==> config.mk <==
export PLATFORM = sky130hd
export DESIGN_NAME = lcd_panel
export DESIGN_NICKNAME = d
export VERILOG_FILES = /design/src/rtl/board_pkg.sv /design/src/rtl/display_pkg.sv /design/src/rtl/lcd_scan_if.sv /design/src/rtl/lcd_panel.sv /design/src/rtl/home_button.sv /design/src/rtl/backlight_pwm.sv /design/src/rtl/lcd_output.sv /design/src/rtl/pixel_fifo.sv /design/src/rtl/lcd_timing.sv
export SDC_FILE = /design/constraint.sdc
export NUM_CORES = 1
export LEC_CHECK = 0
export ABC_AREA = 1
export BUFFER_PORTS_ARGS = -buffer_cell sky130_fd_sc_hd__buf_2
export CORE_AREA = 2 2 292 222
export DETAILED_ROUTE_END_ITERATION = 16
export DIE_AREA = 0 0 294 224
export PLACE_DENSITY = 0.46
export SLEW_MARGIN = 20
export SYNTH_ARGS = -nofsm -noshare
export SYNTH_HDL_FRONTEND = slang
export SYNTH_SLANG_ARGS = --single-unit
==> constraint.sdc <==
create_clock -name clock_50 -period 6.6 [get_ports clock_50]
set_input_delay 0.66 -clock clock_50 [delete_from_list [all_inputs] [get_ports clock_50]]
set_output_delay 0.66 -clock clock_50 [all_outputs]
set_load 0.005 [all_outputs]
==> src/rtl/board_pkg.sv <==
/* Board constants package.
   Clock derived settings for the backlight PWM and the home button. */
`default_nettype none

package board_pkg;

    // 50 MHz / 250 / 1000 gives a 200 Hz backlight.
    localparam int PWM_PRESCALE = 250;
    localparam int PWM_MAX = 1000;
    // Brightness word width.
    localparam int PWM_BITS = 10;

    // 10 ms of stable samples at 50 MHz.
    localparam int DEBOUNCE_CYCLES = 500_000;
    // Stability counter width.
    localparam int DEBOUNCE_BITS = 20;

endpackage

`default_nettype wire

==> src/rtl/display_pkg.sv <==
/* Display geometry package.
   Panel size, porches, sync widths and pixel word layout for the RGB LCD. */
`default_nettype none

package display_pkg;

    // Bits per color channel.
    localparam int COLOR_BITS = 8;
    // One RGB pixel word.
    // Red in the high byte, green in the middle, blue low.
    localparam int PIXEL_BITS = 3 * COLOR_BITS;

    // Horizontal timing in panel ticks.
    localparam int H_ACTIVE = 800;
    localparam int H_FRONT = 40;
    localparam int H_SYNC = 48;
    localparam int H_BACK = 40;

    // Vertical timing in lines.
    localparam int V_ACTIVE = 480;
    localparam int V_FRONT = 13;
    localparam int V_SYNC = 3;
    localparam int V_BACK = 29;

    // Scan counter width.
    // Holds the full 928 tick line.
    localparam int COORD_BITS = 10;

    // Default pixel FIFO entries.
    localparam int PIXEL_FIFO_DEPTH = 16;

endpackage

`default_nettype wire
==> src/rtl/lcd_scan_if.sv <==
/* LCD scan interface.
   Carries the tick, counters and sync state from the timing generator. */
`timescale 1ns/1ps
`default_nettype none

interface lcd_scan_if;
    import display_pkg::*;

    // Panel tick, one clock_50 cycle in two.
    logic tick;
    // Current scan position.
    logic [COORD_BITS-1:0] x;
    logic [COORD_BITS-1:0] y;
    // Visible area.
    logic data_enable;
    // Active low syncs.
    logic hs_n;
    logic vs_n;
    // One cycle pulse at the frame wrap.
    logic frame_start;

    modport timing (output tick, x, y, data_enable, hs_n, vs_n, frame_start);
    modport fifo (input tick, data_enable);
    modport out (input tick, data_enable, hs_n, vs_n);

endinterface

`default_nettype wire

==> src/rtl/lcd_panel.sv <==
/* LCD panel display top level.
   Scan timing, pixel FIFO, output stage, backlight and home button. */
`timescale 1ns/1ps
`default_nettype none

module lcd_panel #(
    parameter int H_ACTIVE = display_pkg::H_ACTIVE,
    parameter int H_FRONT = display_pkg::H_FRONT,
    parameter int H_SYNC = display_pkg::H_SYNC,
    parameter int H_BACK = display_pkg::H_BACK,
    parameter int V_ACTIVE = display_pkg::V_ACTIVE,
    parameter int V_FRONT = display_pkg::V_FRONT,
    parameter int V_SYNC = display_pkg::V_SYNC,
    parameter int V_BACK = display_pkg::V_BACK,
    parameter int PIXEL_FIFO_DEPTH = display_pkg::PIXEL_FIFO_DEPTH,
    parameter int PWM_PRESCALE = board_pkg::PWM_PRESCALE,
    parameter int PWM_MAX = board_pkg::PWM_MAX,
    parameter int DEBOUNCE_CYCLES = board_pkg::DEBOUNCE_CYCLES
) (
    input wire clock_50,
    input wire reset,
    // Pixel producer.
    input wire [display_pkg::PIXEL_BITS-1:0] pixel_data,
    input wire pixel_valid,
    output logic pixel_credit,
    output logic frame_start,
    output logic underrun,
    // Panel pins.
    output logic [display_pkg::COLOR_BITS-1:0] lcd_red,
    output logic [display_pkg::COLOR_BITS-1:0] lcd_green,
    output logic [display_pkg::COLOR_BITS-1:0] lcd_blue,
    output logic lcd_clk,
    output logic lcd_de,
    output logic lcd_hs_n,
    output logic lcd_vs_n,
    // Backlight.
    input wire [board_pkg::PWM_BITS-1:0] brightness,
    input wire brightness_valid,
    output logic lcd_pwm,
    // Home button.
    input wire home_button_n,
    input wire home_ack,
    output logic home_state
);
    import display_pkg::*;

    // FIFO head to the output stage.
    logic [PIXEL_BITS-1:0] color;

    lcd_scan_if scan ();

    assign frame_start = scan.frame_start;

    lcd_timing #(
        .H_ACTIVE(H_ACTIVE),
        .H_FRONT(H_FRONT),
        .H_SYNC(H_SYNC),
        .H_BACK(H_BACK),
        .V_ACTIVE(V_ACTIVE),
        .V_FRONT(V_FRONT),
        .V_SYNC(V_SYNC),
        .V_BACK(V_BACK)
    ) lcd_timing_i (
        .clock_50(clock_50),
        .reset(reset),
        .scan(scan)
    );

    pixel_fifo #(
        .PIXEL_FIFO_DEPTH(PIXEL_FIFO_DEPTH)
    ) pixel_fifo_i (
        .clock_50(clock_50),
        .reset(reset),
        .pixel_data(pixel_data),
        .pixel_valid(pixel_valid),
        .pixel_credit(pixel_credit),
        .scan(scan),
        .color(color),
        .underrun(underrun)
    );

    lcd_output lcd_output_i (
        .clock_50(clock_50),
        .reset(reset),
        .scan(scan),
        .color(color),
        .lcd_red(lcd_red),
        .lcd_green(lcd_green),
        .lcd_blue(lcd_blue),
        .lcd_clk(lcd_clk),
        .lcd_de(lcd_de),
        .lcd_hs_n(lcd_hs_n),
        .lcd_vs_n(lcd_vs_n)
    );

    backlight_pwm #(
        .PWM_PRESCALE(PWM_PRESCALE),
        .PWM_MAX(PWM_MAX)
    ) backlight_pwm_i (
        .clock_50(clock_50),
        .reset(reset),
        .brightness(brightness),
        .brightness_valid(brightness_valid),
        .lcd_pwm(lcd_pwm)
    );

    home_button #(
        .DEBOUNCE_CYCLES(DEBOUNCE_CYCLES)
    ) home_button_i (
        .clock_50(clock_50),
        .reset(reset),
        .home_button_n(home_button_n),
        .home_ack(home_ack),
        .home_state(home_state)
    );

endmodule

`default_nettype wire

==> src/rtl/home_button.sv <==
/* Home button debouncer.
   Holds each debounced level until the host echoes the previous one. */
`timescale 1ns/1ps
`default_nettype none

module home_button #(
    parameter int DEBOUNCE_CYCLES = board_pkg::DEBOUNCE_CYCLES
) (
    input wire clock_50,
    input wire reset,
    input wire home_button_n,
    input wire home_ack,
    output logic home_state
);
    import board_pkg::*;

    localparam logic [DEBOUNCE_BITS-1:0] STABLE_LAST = DEBOUNCE_BITS'(DEBOUNCE_CYCLES - 1);

    logic [1:0] button_sync;
    // Raw pin is active low.
    logic pressed;
    logic debounced;
    logic [DEBOUNCE_BITS-1:0] stable_count;

    assign pressed = !button_sync[1];

    // Synchronizer and stability counter.
    always_ff @(posedge clock_50) begin
        if (reset) begin
            button_sync <= 2'b11;
            stable_count <= '0;
            debounced <= 1'b0;
        end else begin
            button_sync <= {button_sync[0], home_button_n};
            if (pressed == debounced) begin
                stable_count <= '0;
            end else if (stable_count == STABLE_LAST) begin
                // Enough identical samples.
                debounced <= pressed;
                stable_count <= '0;
            end else begin
                stable_count <= stable_count + 1'b1;
            end
        end
    end

    // Acknowledge latch.
    // Waits while the host has not echoed the current state.
    always_ff @(posedge clock_50) begin
        if (reset) begin
            home_state <= 1'b0;
        end else if (home_state == home_ack) begin
            home_state <= debounced;
        end
    end

endmodule

`default_nettype wire

==> src/rtl/backlight_pwm.sv <==
/* Backlight PWM.
   Prescaled step counter compared with the host brightness. */
`timescale 1ns/1ps
`default_nettype none

module backlight_pwm #(
    parameter int PWM_PRESCALE = board_pkg::PWM_PRESCALE,
    parameter int PWM_MAX = board_pkg::PWM_MAX
) (
    input wire clock_50,
    input wire reset,
    input wire [board_pkg::PWM_BITS-1:0] brightness,
    input wire brightness_valid,
    output logic lcd_pwm
);
    import board_pkg::*;

    localparam int PRESCALE_BITS = (PWM_PRESCALE > 1) ? $clog2(PWM_PRESCALE) : 1;
    localparam logic [PRESCALE_BITS-1:0] PRESCALE_LAST = PRESCALE_BITS'(PWM_PRESCALE - 1);
    localparam logic [PWM_BITS-1:0] STEP_LAST = PWM_BITS'(PWM_MAX - 1);
    localparam logic [PWM_BITS-1:0] FULL_LEVEL = PWM_BITS'(PWM_MAX);

    logic [PRESCALE_BITS-1:0] prescale_count;
    // One cycle strobe per PWM step.
    logic step;
    logic [PWM_BITS-1:0] step_count;
    logic [PWM_BITS-1:0] level;

    assign step = prescale_count == PRESCALE_LAST;

    // Full brightness until the host sets a value.
    assign level = brightness_valid ? brightness : FULL_LEVEL;

    always_ff @(posedge clock_50) begin
        if (reset) begin
            prescale_count <= '0;
            step_count <= '0;
            lcd_pwm <= 1'b0;
        end else begin
            prescale_count <= step ? '0 : prescale_count + 1'b1;
            if (step) begin
                step_count <= (step_count == STEP_LAST) ? '0 : step_count + 1'b1;
            end
            // High for level steps per period.
            // 0 stays low, PWM_MAX and above stay high.
            lcd_pwm <= step_count < level;
        end
    end

endmodule

`default_nettype wire

==> src/rtl/lcd_output.sv <==
/* LCD output stage.
   Registers color, panel clock, data enable and syncs on each tick. */
`timescale 1ns/1ps
`default_nettype none

module lcd_output (
    input wire clock_50,
    input wire reset,
    lcd_scan_if.out scan,
    input wire [display_pkg::PIXEL_BITS-1:0] color,
    output logic [display_pkg::COLOR_BITS-1:0] lcd_red,
    output logic [display_pkg::COLOR_BITS-1:0] lcd_green,
    output logic [display_pkg::COLOR_BITS-1:0] lcd_blue,
    output logic lcd_clk,
    output logic lcd_de,
    output logic lcd_hs_n,
    output logic lcd_vs_n
);
    import display_pkg::*;

    // Black outside the visible area.
    logic [PIXEL_BITS-1:0] shown;

    assign shown = scan.data_enable ? color : '0;

    always_ff @(posedge clock_50) begin
        if (reset) begin
            lcd_clk <= 1'b0;
            lcd_de <= 1'b0;
            lcd_hs_n <= 1'b1;
            lcd_vs_n <= 1'b1;
            lcd_red <= '0;
            lcd_green <= '0;
            lcd_blue <= '0;
        end else begin
            // Panel clock rises with the new data.
            lcd_clk <= scan.tick;
            if (scan.tick) begin
                lcd_de <= scan.data_enable;
                lcd_hs_n <= scan.hs_n;
                lcd_vs_n <= scan.vs_n;
                lcd_red <= shown[PIXEL_BITS-1 -: COLOR_BITS];
                lcd_green <= shown[PIXEL_BITS-COLOR_BITS-1 -: COLOR_BITS];
                lcd_blue <= shown[COLOR_BITS-1:0];
            end
        end
    end

    // Blanking never carries color.
    blank_is_black: assert property (
        @(posedge clock_50) disable iff (reset)
        !lcd_de |-> {lcd_red, lcd_green, lcd_blue} == '0
    );

endmodule

`default_nettype wire

==> src/rtl/pixel_fifo.sv <==
/* Pixel FIFO between the producer and the scan.
   Pops on active ticks, returns one credit per pop, flags underrun. */
`timescale 1ns/1ps
`default_nettype none

module pixel_fifo #(
    parameter int PIXEL_FIFO_DEPTH = display_pkg::PIXEL_FIFO_DEPTH
) (
    input wire clock_50,
    input wire reset,
    input wire [display_pkg::PIXEL_BITS-1:0] pixel_data,
    input wire pixel_valid,
    output logic pixel_credit,
    lcd_scan_if.fifo scan,
    output logic [display_pkg::PIXEL_BITS-1:0] color,
    output logic underrun
);
    import display_pkg::*;

    localparam int PTR_BITS = (PIXEL_FIFO_DEPTH > 1) ? $clog2(PIXEL_FIFO_DEPTH) : 1;
    localparam int COUNT_BITS = $clog2(PIXEL_FIFO_DEPTH + 1);
    localparam logic [PTR_BITS-1:0] PTR_LAST = PTR_BITS'(PIXEL_FIFO_DEPTH - 1);
    localparam logic [COUNT_BITS-1:0] COUNT_FULL = COUNT_BITS'(PIXEL_FIFO_DEPTH);

    // Circular store.
    logic [PIXEL_BITS-1:0] mem [PIXEL_FIFO_DEPTH];
    logic [PTR_BITS-1:0] wr_ptr;
    logic [PTR_BITS-1:0] rd_ptr;
    logic [COUNT_BITS-1:0] fill;
    logic empty;
    logic full;
    // Tick that needs a pixel.
    logic pop_slot;
    logic pop;

    assign empty = fill == '0;
    assign full = fill == COUNT_FULL;
    assign pop_slot = scan.tick && scan.data_enable;
    assign pop = pop_slot && !empty;

    // Credit goes back in the pop cycle.
    assign pixel_credit = pop;

    // Head of the FIFO or black while empty.
    assign color = empty ? '0 : mem[rd_ptr];

    always_ff @(posedge clock_50) begin
        if (pixel_valid) begin
            mem[wr_ptr] <= pixel_data;
        end
    end

    always_ff @(posedge clock_50) begin
        if (reset) begin
            wr_ptr <= '0;
            rd_ptr <= '0;
            fill <= '0;
            underrun <= 1'b0;
        end else begin
            if (pixel_valid) begin
                wr_ptr <= (wr_ptr == PTR_LAST) ? '0 : wr_ptr + 1'b1;
            end
            if (pop) begin
                rd_ptr <= (rd_ptr == PTR_LAST) ? '0 : rd_ptr + 1'b1;
            end
            case ({pixel_valid, pop})
                2'b10: fill <= fill + 1'b1;
                2'b01: fill <= fill - 1'b1;
                default: fill <= fill;
            endcase
            // Sticky until reset.
            if (pop_slot && empty) begin
                underrun <= 1'b1;
            end
        end
    end

    // Producer keeps to its credits.
    no_push_when_full: assert property (
        @(posedge clock_50) disable iff (reset) full |-> !pixel_valid
    );

endmodule

`default_nettype wire

==> src/rtl/lcd_timing.sv <==
/* LCD timing generator.
   Half rate panel tick, scan counters, syncs, data enable and frame start. */
`timescale 1ns/1ps
`default_nettype none

module lcd_timing #(
    parameter int H_ACTIVE = display_pkg::H_ACTIVE,
    parameter int H_FRONT = display_pkg::H_FRONT,
    parameter int H_SYNC = display_pkg::H_SYNC,
    parameter int H_BACK = display_pkg::H_BACK,
    parameter int V_ACTIVE = display_pkg::V_ACTIVE,
    parameter int V_FRONT = display_pkg::V_FRONT,
    parameter int V_SYNC = display_pkg::V_SYNC,
    parameter int V_BACK = display_pkg::V_BACK
) (
    input wire clock_50,
    input wire reset,
    lcd_scan_if.timing scan
);
    import display_pkg::*;

    // Whole line and frame.
    localparam int H_TOTAL = H_ACTIVE + H_FRONT + H_SYNC + H_BACK;
    localparam int V_TOTAL = V_ACTIVE + V_FRONT + V_SYNC + V_BACK;
    localparam logic [COORD_BITS-1:0] H_LAST = COORD_BITS'(H_TOTAL - 1);
    localparam logic [COORD_BITS-1:0] V_LAST = COORD_BITS'(V_TOTAL - 1);
    localparam logic [COORD_BITS-1:0] X_ACTIVE = COORD_BITS'(H_ACTIVE);
    localparam logic [COORD_BITS-1:0] Y_ACTIVE = COORD_BITS'(V_ACTIVE);
    // Sync windows follow the front porches.
    localparam logic [COORD_BITS-1:0] HS_START = COORD_BITS'(H_ACTIVE + H_FRONT);
    localparam logic [COORD_BITS-1:0] HS_END = COORD_BITS'(H_ACTIVE + H_FRONT + H_SYNC);
    localparam logic [COORD_BITS-1:0] VS_START = COORD_BITS'(V_ACTIVE + V_FRONT);
    localparam logic [COORD_BITS-1:0] VS_END = COORD_BITS'(V_ACTIVE + V_FRONT + V_SYNC);

    logic x_wrap;
    logic y_wrap;

    assign x_wrap = scan.x == H_LAST;
    assign y_wrap = scan.y == V_LAST;

    // 25 MHz tick.
    // Low in the first cycle out of reset.
    always_ff @(posedge clock_50) begin
        if (reset) begin
            scan.tick <= 1'b0;
        end else begin
            scan.tick <= ~scan.tick;
        end
    end

    // Counters start at the top of vertical blanking.
    // Gives the producer a blanking period to fill the FIFO.
    always_ff @(posedge clock_50) begin
        if (reset) begin
            scan.x <= '0;
            scan.y <= Y_ACTIVE;
            scan.frame_start <= 1'b0;
        end else begin
            // Marks the cycle in which the scan sits at 0,0.
            scan.frame_start <= scan.tick && x_wrap && y_wrap;
            if (scan.tick) begin
                if (x_wrap) begin
                    scan.x <= '0;
                    scan.y <= y_wrap ? '0 : scan.y + 1'b1;
                end else begin
                    scan.x <= scan.x + 1'b1;
                end
            end
        end
    end

    // Visible area.
    assign scan.data_enable = (scan.x < X_ACTIVE) && (scan.y < Y_ACTIVE);

    // Sync pulses.
    assign scan.hs_n = !((scan.x >= HS_START) && (scan.x < HS_END));
    assign scan.vs_n = !((scan.y >= VS_START) && (scan.y < VS_END));

    // Horizontal position stays inside one line.
    x_within_line: assert property (
        @(posedge clock_50) disable iff (reset) int'(scan.x) < H_TOTAL
    );

endmodule

`default_nettype wire

==> results.yml <==
sta:
  finClkSkew_ns: 0.0189
  relSlewSlack: 0.251
  rsz0062_at_grt: "false"
  final-setup-viol-count: 0
  period_needed_ns: 3.32
  tightest_slew_ns: 1.12
  drv_slew: 0
  clock.fmax_ghz: 0.301
  period_share: 0.503
  tns_ns: 0
  finalHoldViolCount: 0
grt:
  grt_max_degree: 130
  grt.total_usage: 0.170
  grt_pass1_vias: 13700
  grt_first_pass_wirelength_um: 84900
  overflow: 0
  antenna_found_initial: 4
cells_and_area:
  layout_commonest_cell: "nand2_1"
  final_area_um2: 24000
  fin_nets: 2264
  drive_above_1_share: 0.109
  areaGrowthSynthToFinish_pct: 13.2
  final_cell_mix: "nand2_1 (868), edfxtp_1 (384), nor2_1 (168), nand3_1 (141), dfxtp_1 (108)"
worst_setup_path:
  crit_slowest_cell: "dfxtp_4"
  end_kind: "flip-flop"
  worstPathCellList: "buf_4 > buf_4 > nor2_1 > nor2_1 > o21ai_0 > nand3_1 > nand2_1 > nand2_1 > nand3_1 > nand2_1"
  crit_top_cell: "nand2_1"
  cp_data_arrival_time_ns: 3.87
  path_class: "flip-flop to flip-flop"
  critPathMaxStageDelay_ns: 0.84
  start_kind: "flip-flop"
  critical_path_peak_fanout: 80
  worstPathRequired_ns: 7.16
cts:
  numCtsBuffers: 53
  post_cts_resized: 0
  clk_pin_slew_ns: 0.06
  cts_num_sinks: 495
  postCtsSetupBuffers: 0
  cts_root_buffer: "clkbuf_16"
  clockBufferDepth: 3
  clock_latency_ns: 0.62
  cts_hold_buffers: 0
  cts_tree: "done"
  ctsHtreeMaxLevel: 2
route:
  ant_nets: 0
  vias: 14500
  drc: 0
  wl_per_cell_um: 18.3
  viasPerCell: 4.74
  dr.pass1.iters: 5
  routed_wl_um: 56000
  drt_iter0_drc: 1108
synthesis:
  synth_edf_count: 384
  ys.flop_type: "edfxtp_1"
  syn_area_um2: 21200
  syn_area_per_cell_um2: 9.93
  synthDistinctLibCells: 42
  yosys_warnings: 0
  synth-async-reset-ratio: 0
  synthCells: 2136
  ys_ff_latch: 495
  synth_seq_area_share: 0.649
  synthesis.nets: 2202
pwr:
  ir_drop_uv: 172
  p_leak_nw: 9.28
  power_mw: 6.45
  p_per_area_nw_per_um2: 268
floorplan:
  start_util: 0.337
  core_um2: 63000
  ios: 73
  die_area_um2: 65900
  die_y_um: 224
  rows: 80
  dieWidth_um: 294
placed_design:
  io_buffers: 72
  dpl-instance-area_um2: 22300
  routabilityCongestion: 0.798
  hpwl_um: 28600
job:
  cap_violations: 0
run_status:
  status: "finished, final reports clean"
worst_hold_path:
  holdCritPathClass: "input pin to flip-flop"
-- where the power goes --
group	internal [mW]	switching [mW]	total (mW)
Clock	1.62	1.27	2.89
Sequential	3.39	0.0120	3.40
Combinational	0.0386	0.116	0.155
-- area by class of cell --
type	instances	area, um2
antenna	2	5.00
clock buffer	65	1390
clock inverter	34	280
fill	6191	38900
inverter	103	397
multi-input combinational	1447	6600
sequential	495	13800
tap	820	1030
timing repair buffer	98	556
-- metrics by stage --
step                worst slack (ns)   util  cells  hold slack, ns
floorplan                       4.36      -   2136           0.389
global placement                3.29  0.355   2963           0.397
detailed placement              3.29  0.355   2963           0.396
CTS                             3.26  0.381   3062           0.199
global route                    3.02  0.381   3063           0.220
finish                          3.28  0.381   3064           0.233
-- worst max-delay path: cells and delay by family, from the launching register on --
| kind | cells | cell delay (ns) |
|---|---|---|
| and+or+nand+nor | 7 | 0.66 |
| DFF | 1 | 0.84 |
| AOI/OAI and AO/OA | 1 | 0.10 |
| buffers and inverters | 2 | 1.52 |
-- state kept, by name (all words and copies together) (netlist names), 2 cells and up, named ones only --
| register | flops |
|---|---|
| pixel_fifo_i.mem | 384 |
| pixel_fifo_i.fill | 5 |
| lcd_timing_i.scan.x | 10 |
| pixel_fifo_i.rd_ptr | 4 |
| lcd_output_i.lcd_green | 8 |
| lcd_output_i.lcd_blue | 8 |
| backlight_pwm_i.step_count | 10 |
| pixel_fifo_i.wr_ptr | 4 |
| home_button_i.button_sync | 2 |
| backlight_pwm_i.prescale_count | 8 |
| home_button_i.stable_count | 20 |
| lcd_output_i.lcd_red | 8 |
| lcd_timing_i.scan.y | 10 |
-- cells in the mapped netlist (5+ instances only) --
| library cell | number | area share |
|---|---|---|
| a21oi_1 | 46 | 0.011 |
| buf_1 | 7 | 0.0012 |
| buf_2 | 37 | 0.0087 |
| buf_4 | 5 | 0.0018 |
| buf_6 | 20 | 0.011 |
| clkbuf_1 | 20 | 0.0035 |
| dfxtp_1 | 111 | 0.10 |
| edfxtp_1 | 384 | 0.54 |
| ha_1 | 26 | 0.015 |
| inv_1 | 98 | 0.017 |
| nand2_1 | 868 | 0.15 |
| nand3_1 | 141 | 0.033 |
| nand3_2 | 23 | 0.011 |
| nand4_1 | 20 | 0.0059 |
| nor2_1 | 184 | 0.033 |
| nor2_2 | 5 | 0.0015 |
| nor3_1 | 21 | 0.0050 |
| o211ai_1 | 16 | 0.0057 |
| o21ai_0 | 44 | 0.010 |
| o21ai_1 | 8 | 0.0019 |
| xor2_1 | 11 | 0.0045 |
-- layer usage --
metal  track usage  wire length, um  vias up
li1              -                -     7223
met1         0.245            27500     6954
met2         0.265            24800      281
met3        0.0297             2680       75
met4        0.0436             1070        4
met5             0               19        -
-- path summary, 6_finish.rpt --
kind | startpoint | to | slack, ns | cells past startpoint
worst max register to register | flip-flop | lcd_output_i.lcd_blue[7] | 3.28 | 10
worst max-delay path | flip-flop | lcd_output_i.lcd_blue[7] | 3.28 | 10
worst min-delay path | home_ack | home_button_i.home_state | 0.23 | 2
worst min register to register | home_button_i.button_sync[0] | home_button_i.button_sync[1] | 0.41 | 1
-- cells by family (layout without fill, tap and decap cells) --
logic type | Yosys count | count (layout) | share of synthesized area
AOI/OAI and AO/OA | 127 | 127 | 0.0335
xor gates and xnor gates | 15 | 15 | 0.00620
adders and majority gates | 26 | 26 | 0.0153
buffers and inverters | 194 | 300 | 0.0461
DFF | 495 | 495 | 0.649
other | 0 | 2 | 0
and+or+nand+nor | 1279 | 1279 | 0.250
Power figures use the tool's default switching activity.
